$ cat src/source/game_pkg.sv
// Shared state codes, screen geometry and sprite-sheet bases for the video path and its testbench.
package game_pkg;

    //////////////////////////////////////////////////////////////////////
    // Game states, as driven by the game FSM.
    //////////////////////////////////////////////////////////////////////
    localparam logic [3:0] TITLE    = 4'd0;
    localparam logic [3:0] STAFF    = 4'd1;
    localparam logic [3:0] STAGE1   = 4'd2;
    localparam logic [3:0] SUCCESS1 = 4'd3;
    localparam logic [3:0] STAGE2   = 4'd4;
    localparam logic [3:0] SUCCESS2 = 4'd5;
    localparam logic [3:0] STAGE3   = 4'd6;
    localparam logic [3:0] SUCCESS3 = 4'd7;
    localparam logic [3:0] FAIL     = 4'd8;

    localparam int CNT_W  = 10;  // Pixel and line counter width.
    localparam int ADDR_W = 17;  // 320x240 sprite sheet needs 76800 words.

    //////////////////////////////////////////////////////////////////////
    // 640x480 VGA timing.
    //////////////////////////////////////////////////////////////////////
    localparam int H_ACTIVE = 640;
    localparam int V_ACTIVE = 480;
    localparam int H_FRONT  = 16;
    localparam int H_SYNC   = 96;
    localparam int H_BACK   = 48;
    localparam int V_FRONT  = 10;
    localparam int V_SYNC   = 2;
    localparam int V_BACK   = 33;

    //////////////////////////////////////////////////////////////////////
    // Sprite sheet layout.
    //////////////////////////////////////////////////////////////////////
    localparam logic [ADDR_W-1:0] MAP_BASE      = 17'd0;      // 256x224 map image.
    localparam logic [ADDR_W-1:0] DOOR_BASE     = 17'd57344;  // Locked then open door.
    localparam logic [ADDR_W-1:0] DOOR_OPEN_OFS = 17'd4096;
    localparam logic [ADDR_W-1:0] ICON_BASE     = 17'd65536;  // Heart then key icon.
    localparam logic [ADDR_W-1:0] KEY_ICON_OFS  = 17'd1024;
    localparam logic [ADDR_W-1:0] BUTTON_BASE   = 17'd67584;  // One 64x32 button per stage.
    localparam logic [ADDR_W-1:0] KEY_BASE      = 17'd75776;  // Key lying in the maze.

    // Screen placement of each layer, in counter units.
    localparam logic [CNT_W-1:0] MAP_X_END   = 10'd512;
    localparam logic [CNT_W-1:0] MAP_Y0      = 10'd32;
    localparam logic [CNT_W-1:0] DOOR_X0     = 10'd544;
    localparam logic [CNT_W-1:0] DOOR_Y0     = 10'd224;
    localparam logic [CNT_W-1:0] DOOR_SIZE   = 10'd64;
    localparam logic [CNT_W-1:0] BAR_H       = 10'd32;
    localparam logic [CNT_W-1:0] HEART_X0    = 10'd16;
    localparam logic [CNT_W-1:0] HEART_X_END = 10'd112;  // Room for three hearts.
    localparam logic [CNT_W-1:0] ICON_SIZE   = 10'd32;
    localparam logic [CNT_W-1:0] KEY_ICON_X0 = 10'd576;
    localparam logic [CNT_W-1:0] BTN_X0      = 10'd96;
    localparam logic [CNT_W-1:0] BTN_X_END   = 10'd608;  // Four slots of 128 columns.
    localparam logic [CNT_W-1:0] BTN_Y0      = 10'd320;
    localparam logic [CNT_W-1:0] BTN_H       = 10'd32;
    localparam logic [CNT_W-1:0] MKEY_X0     = 10'd256;
    localparam logic [CNT_W-1:0] MKEY_Y0     = 10'd240;

endpackage
$ cat src/source/game_video_top.sv
// Video path top: timing, the four layer drawers and the display register for the maze game.
module game_video_top #(
    parameter int H_FRONT = game_pkg::H_FRONT,
    parameter int H_SYNC  = game_pkg::H_SYNC,
    parameter int H_BACK  = game_pkg::H_BACK,
    parameter int V_FRONT = game_pkg::V_FRONT,
    parameter int V_SYNC  = game_pkg::V_SYNC,
    parameter int V_BACK  = game_pkg::V_BACK
) (
    input  logic                          clk,
    input  logic                          rst,
    input  logic [3:0]                    state,
    input  logic [3:0]                    play_valid,
    input  logic                          is_locked,
    input  logic                          key_find,
    input  logic [1:0]                    heart,
    output logic [game_pkg::ADDR_W-1:0]   pixel_addr,
    output logic                          not_blank,
    output logic                          hsync,
    output logic                          vsync
);

    logic [game_pkg::CNT_W-1:0]  h_cnt;
    logic [game_pkg::CNT_W-1:0]  v_cnt;
    logic                        active;
    logic                        hsync_raw;  // Unregistered syncs.
    logic                        vsync_raw;
    logic                        map_hit;
    logic                        door_hit;
    logic                        ui_hit;
    logic                        obj_hit;
    logic [game_pkg::ADDR_W-1:0] map_addr;
    logic [game_pkg::ADDR_W-1:0] door_addr;
    logic [game_pkg::ADDR_W-1:0] ui_addr;
    logic [game_pkg::ADDR_W-1:0] obj_addr;

    vga_timing #(
        .H_FRONT(H_FRONT), .H_SYNC(H_SYNC), .H_BACK(H_BACK),
        .V_FRONT(V_FRONT), .V_SYNC(V_SYNC), .V_BACK(V_BACK)
    ) u_timing (
        .clk(clk), .rst(rst), .h_cnt(h_cnt), .v_cnt(v_cnt),
        .active(active), .hsync(hsync_raw), .vsync(vsync_raw)
    );

    draw_map u_map (
        .state(state), .h_cnt(h_cnt), .v_cnt(v_cnt),
        .map_hit(map_hit), .map_addr(map_addr)
    );

    draw_door u_door (
        .state(state), .h_cnt(h_cnt), .v_cnt(v_cnt), .is_locked(is_locked),
        .door_hit(door_hit), .door_addr(door_addr)
    );

    draw_interface u_ui (
        .state(state), .h_cnt(h_cnt), .v_cnt(v_cnt), .key_find(key_find),
        .heart(heart), .play_valid(play_valid), .ui_hit(ui_hit), .ui_addr(ui_addr)
    );

    draw_obj u_obj (
        .state(state), .h_cnt(h_cnt), .v_cnt(v_cnt), .key_find(key_find),
        .obj_hit(obj_hit), .obj_addr(obj_addr)
    );

    game_display u_display (
        .clk(clk), .rst(rst), .state(state), .active(active),
        .hsync_in(hsync_raw), .vsync_in(vsync_raw),
        .map_hit(map_hit), .map_addr(map_addr), .door_hit(door_hit), .door_addr(door_addr),
        .ui_hit(ui_hit), .ui_addr(ui_addr), .obj_hit(obj_hit), .obj_addr(obj_addr),
        .pixel_addr(pixel_addr), .not_blank(not_blank), .hsync(hsync), .vsync(vsync)
    );

endmodule

$ cat src/source/game_display.sv
// Output stage: picks one layer per state and priority, blanks, and registers with the syncs.
module game_display (
    input  logic                          clk,
    input  logic                          rst,
    input  logic [3:0]                    state,
    input  logic                          active,
    input  logic                          hsync_in,
    input  logic                          vsync_in,
    input  logic                          map_hit,
    input  logic [game_pkg::ADDR_W-1:0]   map_addr,
    input  logic                          door_hit,
    input  logic [game_pkg::ADDR_W-1:0]   door_addr,
    input  logic                          ui_hit,
    input  logic [game_pkg::ADDR_W-1:0]   ui_addr,
    input  logic                          obj_hit,
    input  logic [game_pkg::ADDR_W-1:0]   obj_addr,
    output logic [game_pkg::ADDR_W-1:0]   pixel_addr,
    output logic                          not_blank,
    output logic                          hsync,
    output logic                          vsync
);

    logic [game_pkg::ADDR_W-1:0] sel_addr;
    logic                        sel_hit;

    //////////////////////////////////////////////////////////////////////
    // Layer select
    //////////////////////////////////////////////////////////////////////
    always_comb begin
        sel_hit  = 1'b0;
        sel_addr = '0;
        case (state)
            game_pkg::TITLE: begin
                if (ui_hit) begin
                    sel_hit  = 1'b1;
                    sel_addr = ui_addr;
                end
            end
            game_pkg::STAGE1: begin
                // Interface on top, the door at the back.
                if (ui_hit) begin
                    sel_hit  = 1'b1;
                    sel_addr = ui_addr;
                end else if (obj_hit) begin
                    sel_hit  = 1'b1;
                    sel_addr = obj_addr;
                end else if (map_hit) begin
                    sel_hit  = 1'b1;
                    sel_addr = map_addr;
                end else if (door_hit) begin
                    sel_hit  = 1'b1;
                    sel_addr = door_addr;
                end
            end
            default: begin
                sel_hit = 1'b0;  // Remaining screens are not drawn yet.
            end
        endcase
    end

    //////////////////////////////////////////////////////////////////////
    // Output register
    //////////////////////////////////////////////////////////////////////
    always_ff @(posedge clk or posedge rst) begin
        if (rst) begin
            pixel_addr <= '0;
            not_blank  <= 1'b0;
            hsync      <= 1'b1;
            vsync      <= 1'b1;
        end else begin
            not_blank  <= active && sel_hit;
            pixel_addr <= (active && sel_hit) ? sel_addr : '0;  // Blank pixels read word 0.
            hsync      <= hsync_in;
            vsync      <= vsync_in;
        end
    end

endmodule

$ cat src/source/draw_obj.sv
// Object layer: the collectible key lying in the maze until the player picks it up.
module draw_obj (
    input  logic [3:0]                    state,
    input  logic [game_pkg::CNT_W-1:0]    h_cnt,
    input  logic [game_pkg::CNT_W-1:0]    v_cnt,
    input  logic                          key_find,
    output logic                          obj_hit,
    output logic [game_pkg::ADDR_W-1:0]   obj_addr
);

    localparam int AW = game_pkg::ADDR_W;

    logic [game_pkg::CNT_W-1:0] col;
    logic [game_pkg::CNT_W-1:0] row;
    logic                       in_key;

    assign col = h_cnt - game_pkg::MKEY_X0;
    assign row = v_cnt - game_pkg::MKEY_Y0;

    assign in_key = (h_cnt >= game_pkg::MKEY_X0) &&
                    (h_cnt < game_pkg::MKEY_X0 + game_pkg::ICON_SIZE) &&
                    (v_cnt >= game_pkg::MKEY_Y0) &&
                    (v_cnt < game_pkg::MKEY_Y0 + game_pkg::ICON_SIZE);

    // Gone from the maze once found.
    assign obj_hit = (state == game_pkg::STAGE1) && !key_find && in_key;

    assign obj_addr = game_pkg::KEY_BASE + AW'({row[4:0], col[4:0]});  // 32x32 image.

endmodule

$ cat src/source/draw_interface.sv
// Interface layer: heart bar and key icon in STAGE1, stage select buttons on the title screen.
module draw_interface (
    input  logic [3:0]                    state,
    input  logic [game_pkg::CNT_W-1:0]    h_cnt,
    input  logic [game_pkg::CNT_W-1:0]    v_cnt,
    input  logic                          key_find,
    input  logic [1:0]                    heart,
    input  logic [3:0]                    play_valid,
    output logic                          ui_hit,
    output logic [game_pkg::ADDR_W-1:0]   ui_addr
);

    localparam int AW = game_pkg::ADDR_W;

    logic [game_pkg::CNT_W-1:0] heart_x;  // Column from the first heart.
    logic [game_pkg::CNT_W-1:0] btn_x;    // Column from the first button.
    logic [game_pkg::CNT_W-1:0] btn_y;
    logic [1:0]                 heart_slot;
    logic [1:0]                 btn_slot;
    logic                       in_bar;
    logic                       heart_hit;
    logic                       key_hit;
    logic                       btn_hit;

    //////////////////////////////////////////////////////////////////////
    // Slot decode
    //////////////////////////////////////////////////////////////////////
    assign heart_x    = h_cnt - game_pkg::HEART_X0;
    assign heart_slot = heart_x[6:5];  // 32 columns per heart.
    assign btn_x      = h_cnt - game_pkg::BTN_X0;
    assign btn_y      = v_cnt - game_pkg::BTN_Y0;
    assign btn_slot   = btn_x[8:7];    // 128 columns per button slot.

    assign in_bar = (state == game_pkg::STAGE1) && (v_cnt < game_pkg::BAR_H);

    assign heart_hit = in_bar && (h_cnt >= game_pkg::HEART_X0) &&
                       (h_cnt < game_pkg::HEART_X_END) && (heart_slot < heart);

    assign key_hit = in_bar && key_find && (h_cnt >= game_pkg::KEY_ICON_X0) &&
                     (h_cnt < game_pkg::KEY_ICON_X0 + game_pkg::ICON_SIZE);

    // Only the left 64 columns of each slot hold a button.
    assign btn_hit = (state == game_pkg::TITLE) &&
                     (h_cnt >= game_pkg::BTN_X0) && (h_cnt < game_pkg::BTN_X_END) &&
                     !btn_x[6] && play_valid[btn_slot] &&
                     (v_cnt >= game_pkg::BTN_Y0) &&
                     (v_cnt < game_pkg::BTN_Y0 + game_pkg::BTN_H);

    assign ui_hit = heart_hit || key_hit || btn_hit;

    //////////////////////////////////////////////////////////////////////
    // Address
    //////////////////////////////////////////////////////////////////////
    always_comb begin
        if (btn_hit) begin
            // Each button takes 2048 words and is 64 wide.
            ui_addr = game_pkg::BUTTON_BASE + AW'({btn_slot, btn_y[4:0], btn_x[5:0]});
        end else if (key_hit) begin
            ui_addr = game_pkg::ICON_BASE + game_pkg::KEY_ICON_OFS +
                      AW'({v_cnt[4:0], h_cnt[4:0]});  // Icon starts on a 32 boundary.
        end else begin
            ui_addr = game_pkg::ICON_BASE + AW'({v_cnt[4:0], heart_x[4:0]});
        end
    end

endmodule

$ cat src/source/draw_door.sv
// Door layer: draws the exit door in STAGE1 using its locked or open image.
module draw_door (
    input  logic [3:0]                    state,
    input  logic [game_pkg::CNT_W-1:0]    h_cnt,
    input  logic [game_pkg::CNT_W-1:0]    v_cnt,
    input  logic                          is_locked,
    output logic                          door_hit,
    output logic [game_pkg::ADDR_W-1:0]   door_addr
);

    localparam int AW = game_pkg::ADDR_W;

    logic [game_pkg::CNT_W-1:0] col;
    logic [game_pkg::CNT_W-1:0] row;
    logic                       in_door;
    logic [AW-1:0]              img_base;

    assign col = h_cnt - game_pkg::DOOR_X0;
    assign row = v_cnt - game_pkg::DOOR_Y0;

    assign in_door = (h_cnt >= game_pkg::DOOR_X0) &&
                     (h_cnt < game_pkg::DOOR_X0 + game_pkg::DOOR_SIZE) &&
                     (v_cnt >= game_pkg::DOOR_Y0) &&
                     (v_cnt < game_pkg::DOOR_Y0 + game_pkg::DOOR_SIZE);

    assign door_hit = (state == game_pkg::STAGE1) && in_door;

    // The open image follows the locked one in the sheet.
    assign img_base = is_locked ? game_pkg::DOOR_BASE
                                : game_pkg::DOOR_BASE + game_pkg::DOOR_OPEN_OFS;

    // The image is 64 wide, so the row sits above the six column bits.
    assign door_addr = img_base + AW'({row[5:0], col[5:0]});

endmodule

$ cat src/source/draw_map.sv
// Map layer: covers the playfield in STAGE1 and indexes the half-resolution map image.
module draw_map (
    input  logic [3:0]                    state,
    input  logic [game_pkg::CNT_W-1:0]    h_cnt,
    input  logic [game_pkg::CNT_W-1:0]    v_cnt,
    output logic                          map_hit,
    output logic [game_pkg::ADDR_W-1:0]   map_addr
);

    localparam int AW = game_pkg::ADDR_W;

    logic [game_pkg::CNT_W-1:0] row;  // Line offset from the top of the map.
    logic                       in_map;
    logic [AW-1:0]              col_ofs;
    logic [AW-1:0]              row_ofs;

    assign row = v_cnt - game_pkg::MAP_Y0;

    assign in_map = (h_cnt < game_pkg::MAP_X_END) &&
                    (v_cnt >= game_pkg::MAP_Y0) &&
                    (v_cnt < game_pkg::V_ACTIVE);

    assign map_hit = (state == game_pkg::STAGE1) && in_map;

    // Each map texel covers a 2x2 block of screen pixels.
    assign col_ofs  = AW'(h_cnt[game_pkg::CNT_W-1:1]);
    assign row_ofs  = AW'(row[game_pkg::CNT_W-1:1]) << 8;  // 256 texels per map row.
    assign map_addr = game_pkg::MAP_BASE + col_ofs + row_ofs;

endmodule

$ cat src/source/vga_timing.sv
// VGA timing generator: pixel and line counters with sync and active-area decode.
module vga_timing #(
    parameter int H_FRONT = 16,
    parameter int H_SYNC  = 96,
    parameter int H_BACK  = 48,
    parameter int V_FRONT = 10,
    parameter int V_SYNC  = 2,
    parameter int V_BACK  = 33
) (
    input  logic                        clk,
    input  logic                        rst,
    output logic [game_pkg::CNT_W-1:0]  h_cnt,
    output logic [game_pkg::CNT_W-1:0]  v_cnt,
    output logic                        active,
    output logic                        hsync,
    output logic                        vsync
);

    localparam int CW = game_pkg::CNT_W;

    localparam int H_TOTAL = game_pkg::H_ACTIVE + H_FRONT + H_SYNC + H_BACK;
    localparam int V_TOTAL = game_pkg::V_ACTIVE + V_FRONT + V_SYNC + V_BACK;

    localparam logic [CW-1:0] H_LAST   = CW'(H_TOTAL - 1);
    localparam logic [CW-1:0] V_LAST   = CW'(V_TOTAL - 1);
    localparam logic [CW-1:0] H_VIS    = CW'(game_pkg::H_ACTIVE);
    localparam logic [CW-1:0] V_VIS    = CW'(game_pkg::V_ACTIVE);
    localparam logic [CW-1:0] HS_START = CW'(game_pkg::H_ACTIVE + H_FRONT);
    localparam logic [CW-1:0] HS_END   = CW'(game_pkg::H_ACTIVE + H_FRONT + H_SYNC);
    localparam logic [CW-1:0] VS_START = CW'(game_pkg::V_ACTIVE + V_FRONT);
    localparam logic [CW-1:0] VS_END   = CW'(game_pkg::V_ACTIVE + V_FRONT + V_SYNC);

    logic h_wrap;

    assign h_wrap = (h_cnt == H_LAST);  // Last clock of the line.

    //////////////////////////////////////////////////////////////////////
    // Counters
    //////////////////////////////////////////////////////////////////////
    always_ff @(posedge clk or posedge rst) begin
        if (rst) begin
            h_cnt <= '0;
            v_cnt <= '0;
        end else begin
            if (h_wrap) begin
                h_cnt <= '0;
                if (v_cnt == V_LAST) begin
                    v_cnt <= '0;  // End of frame.
                end else begin
                    v_cnt <= v_cnt + 1'b1;
                end
            end else begin
                h_cnt <= h_cnt + 1'b1;
            end
        end
    end

    //////////////////////////////////////////////////////////////////////
    // Decode
    //////////////////////////////////////////////////////////////////////
    assign active = (h_cnt < H_VIS) && (v_cnt < V_VIS);
    assign hsync  = !((h_cnt >= HS_START) && (h_cnt < HS_END));  // Sync pulses are low.
    assign vsync  = !((v_cnt >= VS_START) && (v_cnt < VS_END));

endmodule

$ cat config.mk
export PLATFORM = sky130hd
export DESIGN_NAME = game_video_top
export DESIGN_NICKNAME = d
export VERILOG_FILES = /design/src/source/game_pkg.sv /design/src/source/game_video_top.sv /design/src/source/game_display.sv /design/src/source/draw_obj.sv /design/src/source/draw_interface.sv /design/src/source/draw_door.sv /design/src/source/draw_map.sv /design/src/source/vga_timing.sv
export SDC_FILE = /design/constraint.sdc
export NUM_CORES = 1
export LEC_CHECK = 0
export BUFFER_PORTS_ARGS = -buffer_cell sky130_fd_sc_hd__buf_2
export CAP_MARGIN = 20
export CORE_UTILIZATION = 25
export CTS_CLUSTER_DIAMETER = 100
export CTS_CLUSTER_SIZE = 30
export DETAILED_ROUTE_END_ITERATION = 8
export PLACE_DENSITY_LB_ADDON = 0.25
export SYNTH_ARGS = -nofsm -noshare
export SYNTH_HDL_FRONTEND = slang
export SYNTH_SLANG_ARGS = --single-unit
$ cat constraint.sdc
create_clock -name clk -period 3.45 [get_ports clk]
set_input_delay 1.035 -clock clk [delete_from_list [all_inputs] [get_ports clk]]
set_output_delay 1.035 -clock clk [all_outputs]
set_load 0.05 [all_outputs]
==> run summary <==
Final hold violations - 0
P_leak - 1.43 nW
TritonCTS clock tree - done
Post-synthesis adder-cell area fraction - 0.0853
Critical path origin - state[0]
Syn nets - 322
Synth Area in XOR/XNOR - 0.0718
Final Slew Violations - 0
Slew at the pin closest to its max-slew limit - 0.728 ns
Commonest cells after routing, fill and taps aside - dfrtp_1 (38), buf_2 (33), nand2_1 (22)
Number of antenna violations at the first check in global routing - 0
Total GRT Usage - 0.134
CTS sink count - 40
Post-layout nets - 346
Seq/Total Area, Yosys - 0.360
Endpoints failing setup - 0
H-tree depth - 2
Flop2flop setup slack - 0.73 ns
Worst EP arrival - 2.94 ns
Post-synthesis mux area share - 0.00808
Largest net degree at the start of global routing - 41
PD cells - 281 mW/mm²
Core area - 0.0108 mm²
Mean Syn Cell Area - 9.64 µm²
Required time of the worst setup path - 3.67 ns
Largest family of logic cells by synthesized area - simple AND/OR/NAND/NOR gates
Slew HR - 0.511
Setup slack after layout - 0.722 ns
Violation count after the first detailed-routing iteration - 199
Residual DRC count - 0
Hold_buf cts - 0
Post-DRT Antenna Nets - 0
Register bit total from synthesis - 40
Setup Buffers After CTS - 0
Syn Inst Count - 289
Crit share post-route - 0.791
R2r worst-path depth - 10
Simple-Gate Fraction of Synth Area - 0.238
Unrepaired setup endpoints after global routing - false
Routability cong. - 0.841
Clock root cell - clkbuf_8
Skew-Pair Late Insertion Delay - 0.30 ns
Initial core utilization - 0.257
Hold path cells - 1
Post-CTS Resized - 0
Fill count - 1151
Post-DP HPWL - 5470 µm
Commonest non-fill, non-tap cell in the layout - dfrtp_1
Hold Crit Class - register to register
Fmax - 367 MHz
WL/cell - 15.9 µm
Critical Path Start Type - input port
Synthesized area - 0.00279 mm²
R2R Path Start - u_timing.h_cnt[5]$_DFF_PP0_
Synth warn - 0
Peak supply drop - 0.144 mV
Post-placement cell area - 0.00306 mm²
DP Cell Count - 446
Via density - 4.99
Critical path capture point - u_display.pixel_addr[8]$_DFF_PP0_
Synth async-reset ratio - 1.00
Crit Path Class - input port to register
Antenna Cells - 0
DIE WIDTH - 108 µm
Share of layout cells above drive strength 1 - 0.213
Maxcap violations - 0
FF+latch area - 0.00100 mm²
Port bufs - 33
Routed WL - 7240 µm
Fin Setup TNS - 0 ns
Area grow syn2layout - 14.1%
CP Capture Type - register
Synth Flop Type - dfrtp_1
Compound-cell area share of the yosys netlist - 0.176
Die area - 0.0116 mm²
Area taken by multi-input logic gates - 0.00161 mm²
Die Ht - 108 µm
Placement Setup Slack - 0.423 ns
Number of synthesized flops with an enable pin - 0
Overall power - 894 µW
First-pass GRT wire length - 11900 µm
Critical path peak fanout - 9
Design area - 0.00318 mm²
Drt first pass iters - 4
# rows - 38
Clock skew - 0.0106 ns
Final std cells w/o fill - 454
Netlist cell types - 60
Via count - 2267
Tmin final - 2.73 ns
Clk buf depth - 2
Boundary Pins - 34
CTS buffer count - 5
Global route overflow - 0
Status - completed
R2r endpoint - u_display.pixel_addr[3]$_DFF_PP0_
Worst-path clk slew - 0.08 ns
Vias in the first global route - 2220
## state kept, by name (all words and copies together) (netlist names)
register,flops
u_display.vsync,1
u_display.not_blank,1
u_display.pixel_addr,17
u_timing.h_cnt,10
u_timing.v_cnt,10
u_display.hsync,1
## synthesized netlist by cell type, drive strengths merged (3+ instances only)
cell type / number / area, µm²
a211oi: 3 / 22.5
nand3: 10 / 55.1
buf: 11 / 68.8
and3: 4 / 25.0
clkbuf: 11 / 41.3
xor2: 7 / 68.8
nor4b: 3 / 41.3
nand4: 12 / 81.3
a221o: 3 / 30.0
o21ai: 11 / 55.1
a211o: 3 / 27.5
xnor2: 15 / 131
or3: 6 / 42.5
and4: 6 / 52.6
a31oi: 3 / 18.8
a22o: 7 / 61.3
nor2: 12 / 45.0
inv: 16 / 60.1
a21oi: 14 / 73.8
dfrtp: 38 / 951
nand2b: 3 / 18.8
nand2: 22 / 82.6
nor3: 16 / 108
o22ai: 4 / 25.0
ha: 19 / 238
## area by class of cell
cell class              instances  area share
flip-flops and latches         40       0.316
inverters                      16      0.0189
multi-input cells             211       0.507
repair buffers                 39      0.0661
clock inverters                 3      0.0150
well taps                     140      0.0551
clock buffers                   5      0.0217
## worst min-delay path by stage
stage | end | slack (ns) | from
6_report | u_timing.h_cnt[0]$_DFF_PP0_ | 0.53 | u_timing.h_cnt[0]$_DFF_PP0_
5_1_grt | u_timing.h_cnt[0]$_DFF_PP0_ | 0.56 | u_timing.h_cnt[0]$_DFF_PP0_
4_1_cts | u_timing.h_cnt[0]$_DFF_PP0_ | 0.53 | u_timing.h_cnt[0]$_DFF_PP0_
3_5_place_dp | u_timing.h_cnt[0]$_DFF_PP0_ | 0.52 | u_timing.h_cnt[0]$_DFF_PP0_
3_3_place_gp | u_timing.h_cnt[0]$_DFF_PP0_ | 0.52 | u_timing.h_cnt[0]$_DFF_PP0_
2_1_floorplan | u_timing.h_cnt[0]$_DFF_PP0_ | 0.47 | u_timing.h_cnt[0]$_DFF_PP0_
## cells by family (layout without fill, tap and decap cells)
kind of cell	Yosys count	after routing
AOI/OAI and AO/OA	63	63
adders and majority gates	19	19
buffers and inverters	38	63
and+or+nand+nor	106	106
muxes	1	1
xor gates and xnor gates	22	22
DFF	40	40
## power breakdown
part | total [mW] | leakage [nW] | switching, mW | internal, mW
clock | 0.395 | 0.0583 | 0.177 | 0.218
sequential | 0.469 | 0.537 | 0.0000616 | 0.469
combinational | 0.0304 | 0.831 | 0.0195 | 0.0110
total | 0.894 | 1.43 | 0.196 | 0.698
## critical path, cell delays in order
cell and delay [ns]:
buf_2 0.11, nor4b_1 0.28, buf_4 0.17, nand2_1 0.12
a2111oi_4 0.65, a22o_1 0.25, o221ai_1 0.14, a21oi_1 0.18
## layer usage
metal	global-route usage	wire length (µm)	vias to the layer above
met5	0	0	-
met4	0.0382	87	0
met3	0.0151	307	6
met2	0.215	3350	67
met1	0.190	3500	1081
li1	-	-	1113
## per-stage QoR
step | hold slack, ns | utilization
after floorplan | 0.468 | -
after global placement | 0.522 | 0.282
after detailed placement | 0.517 | 0.282
after CTS | 0.532 | 0.293
after global routing | 0.563 | 0.293
final | 0.528 | 0.293
(Power assumes the default switching activity.)
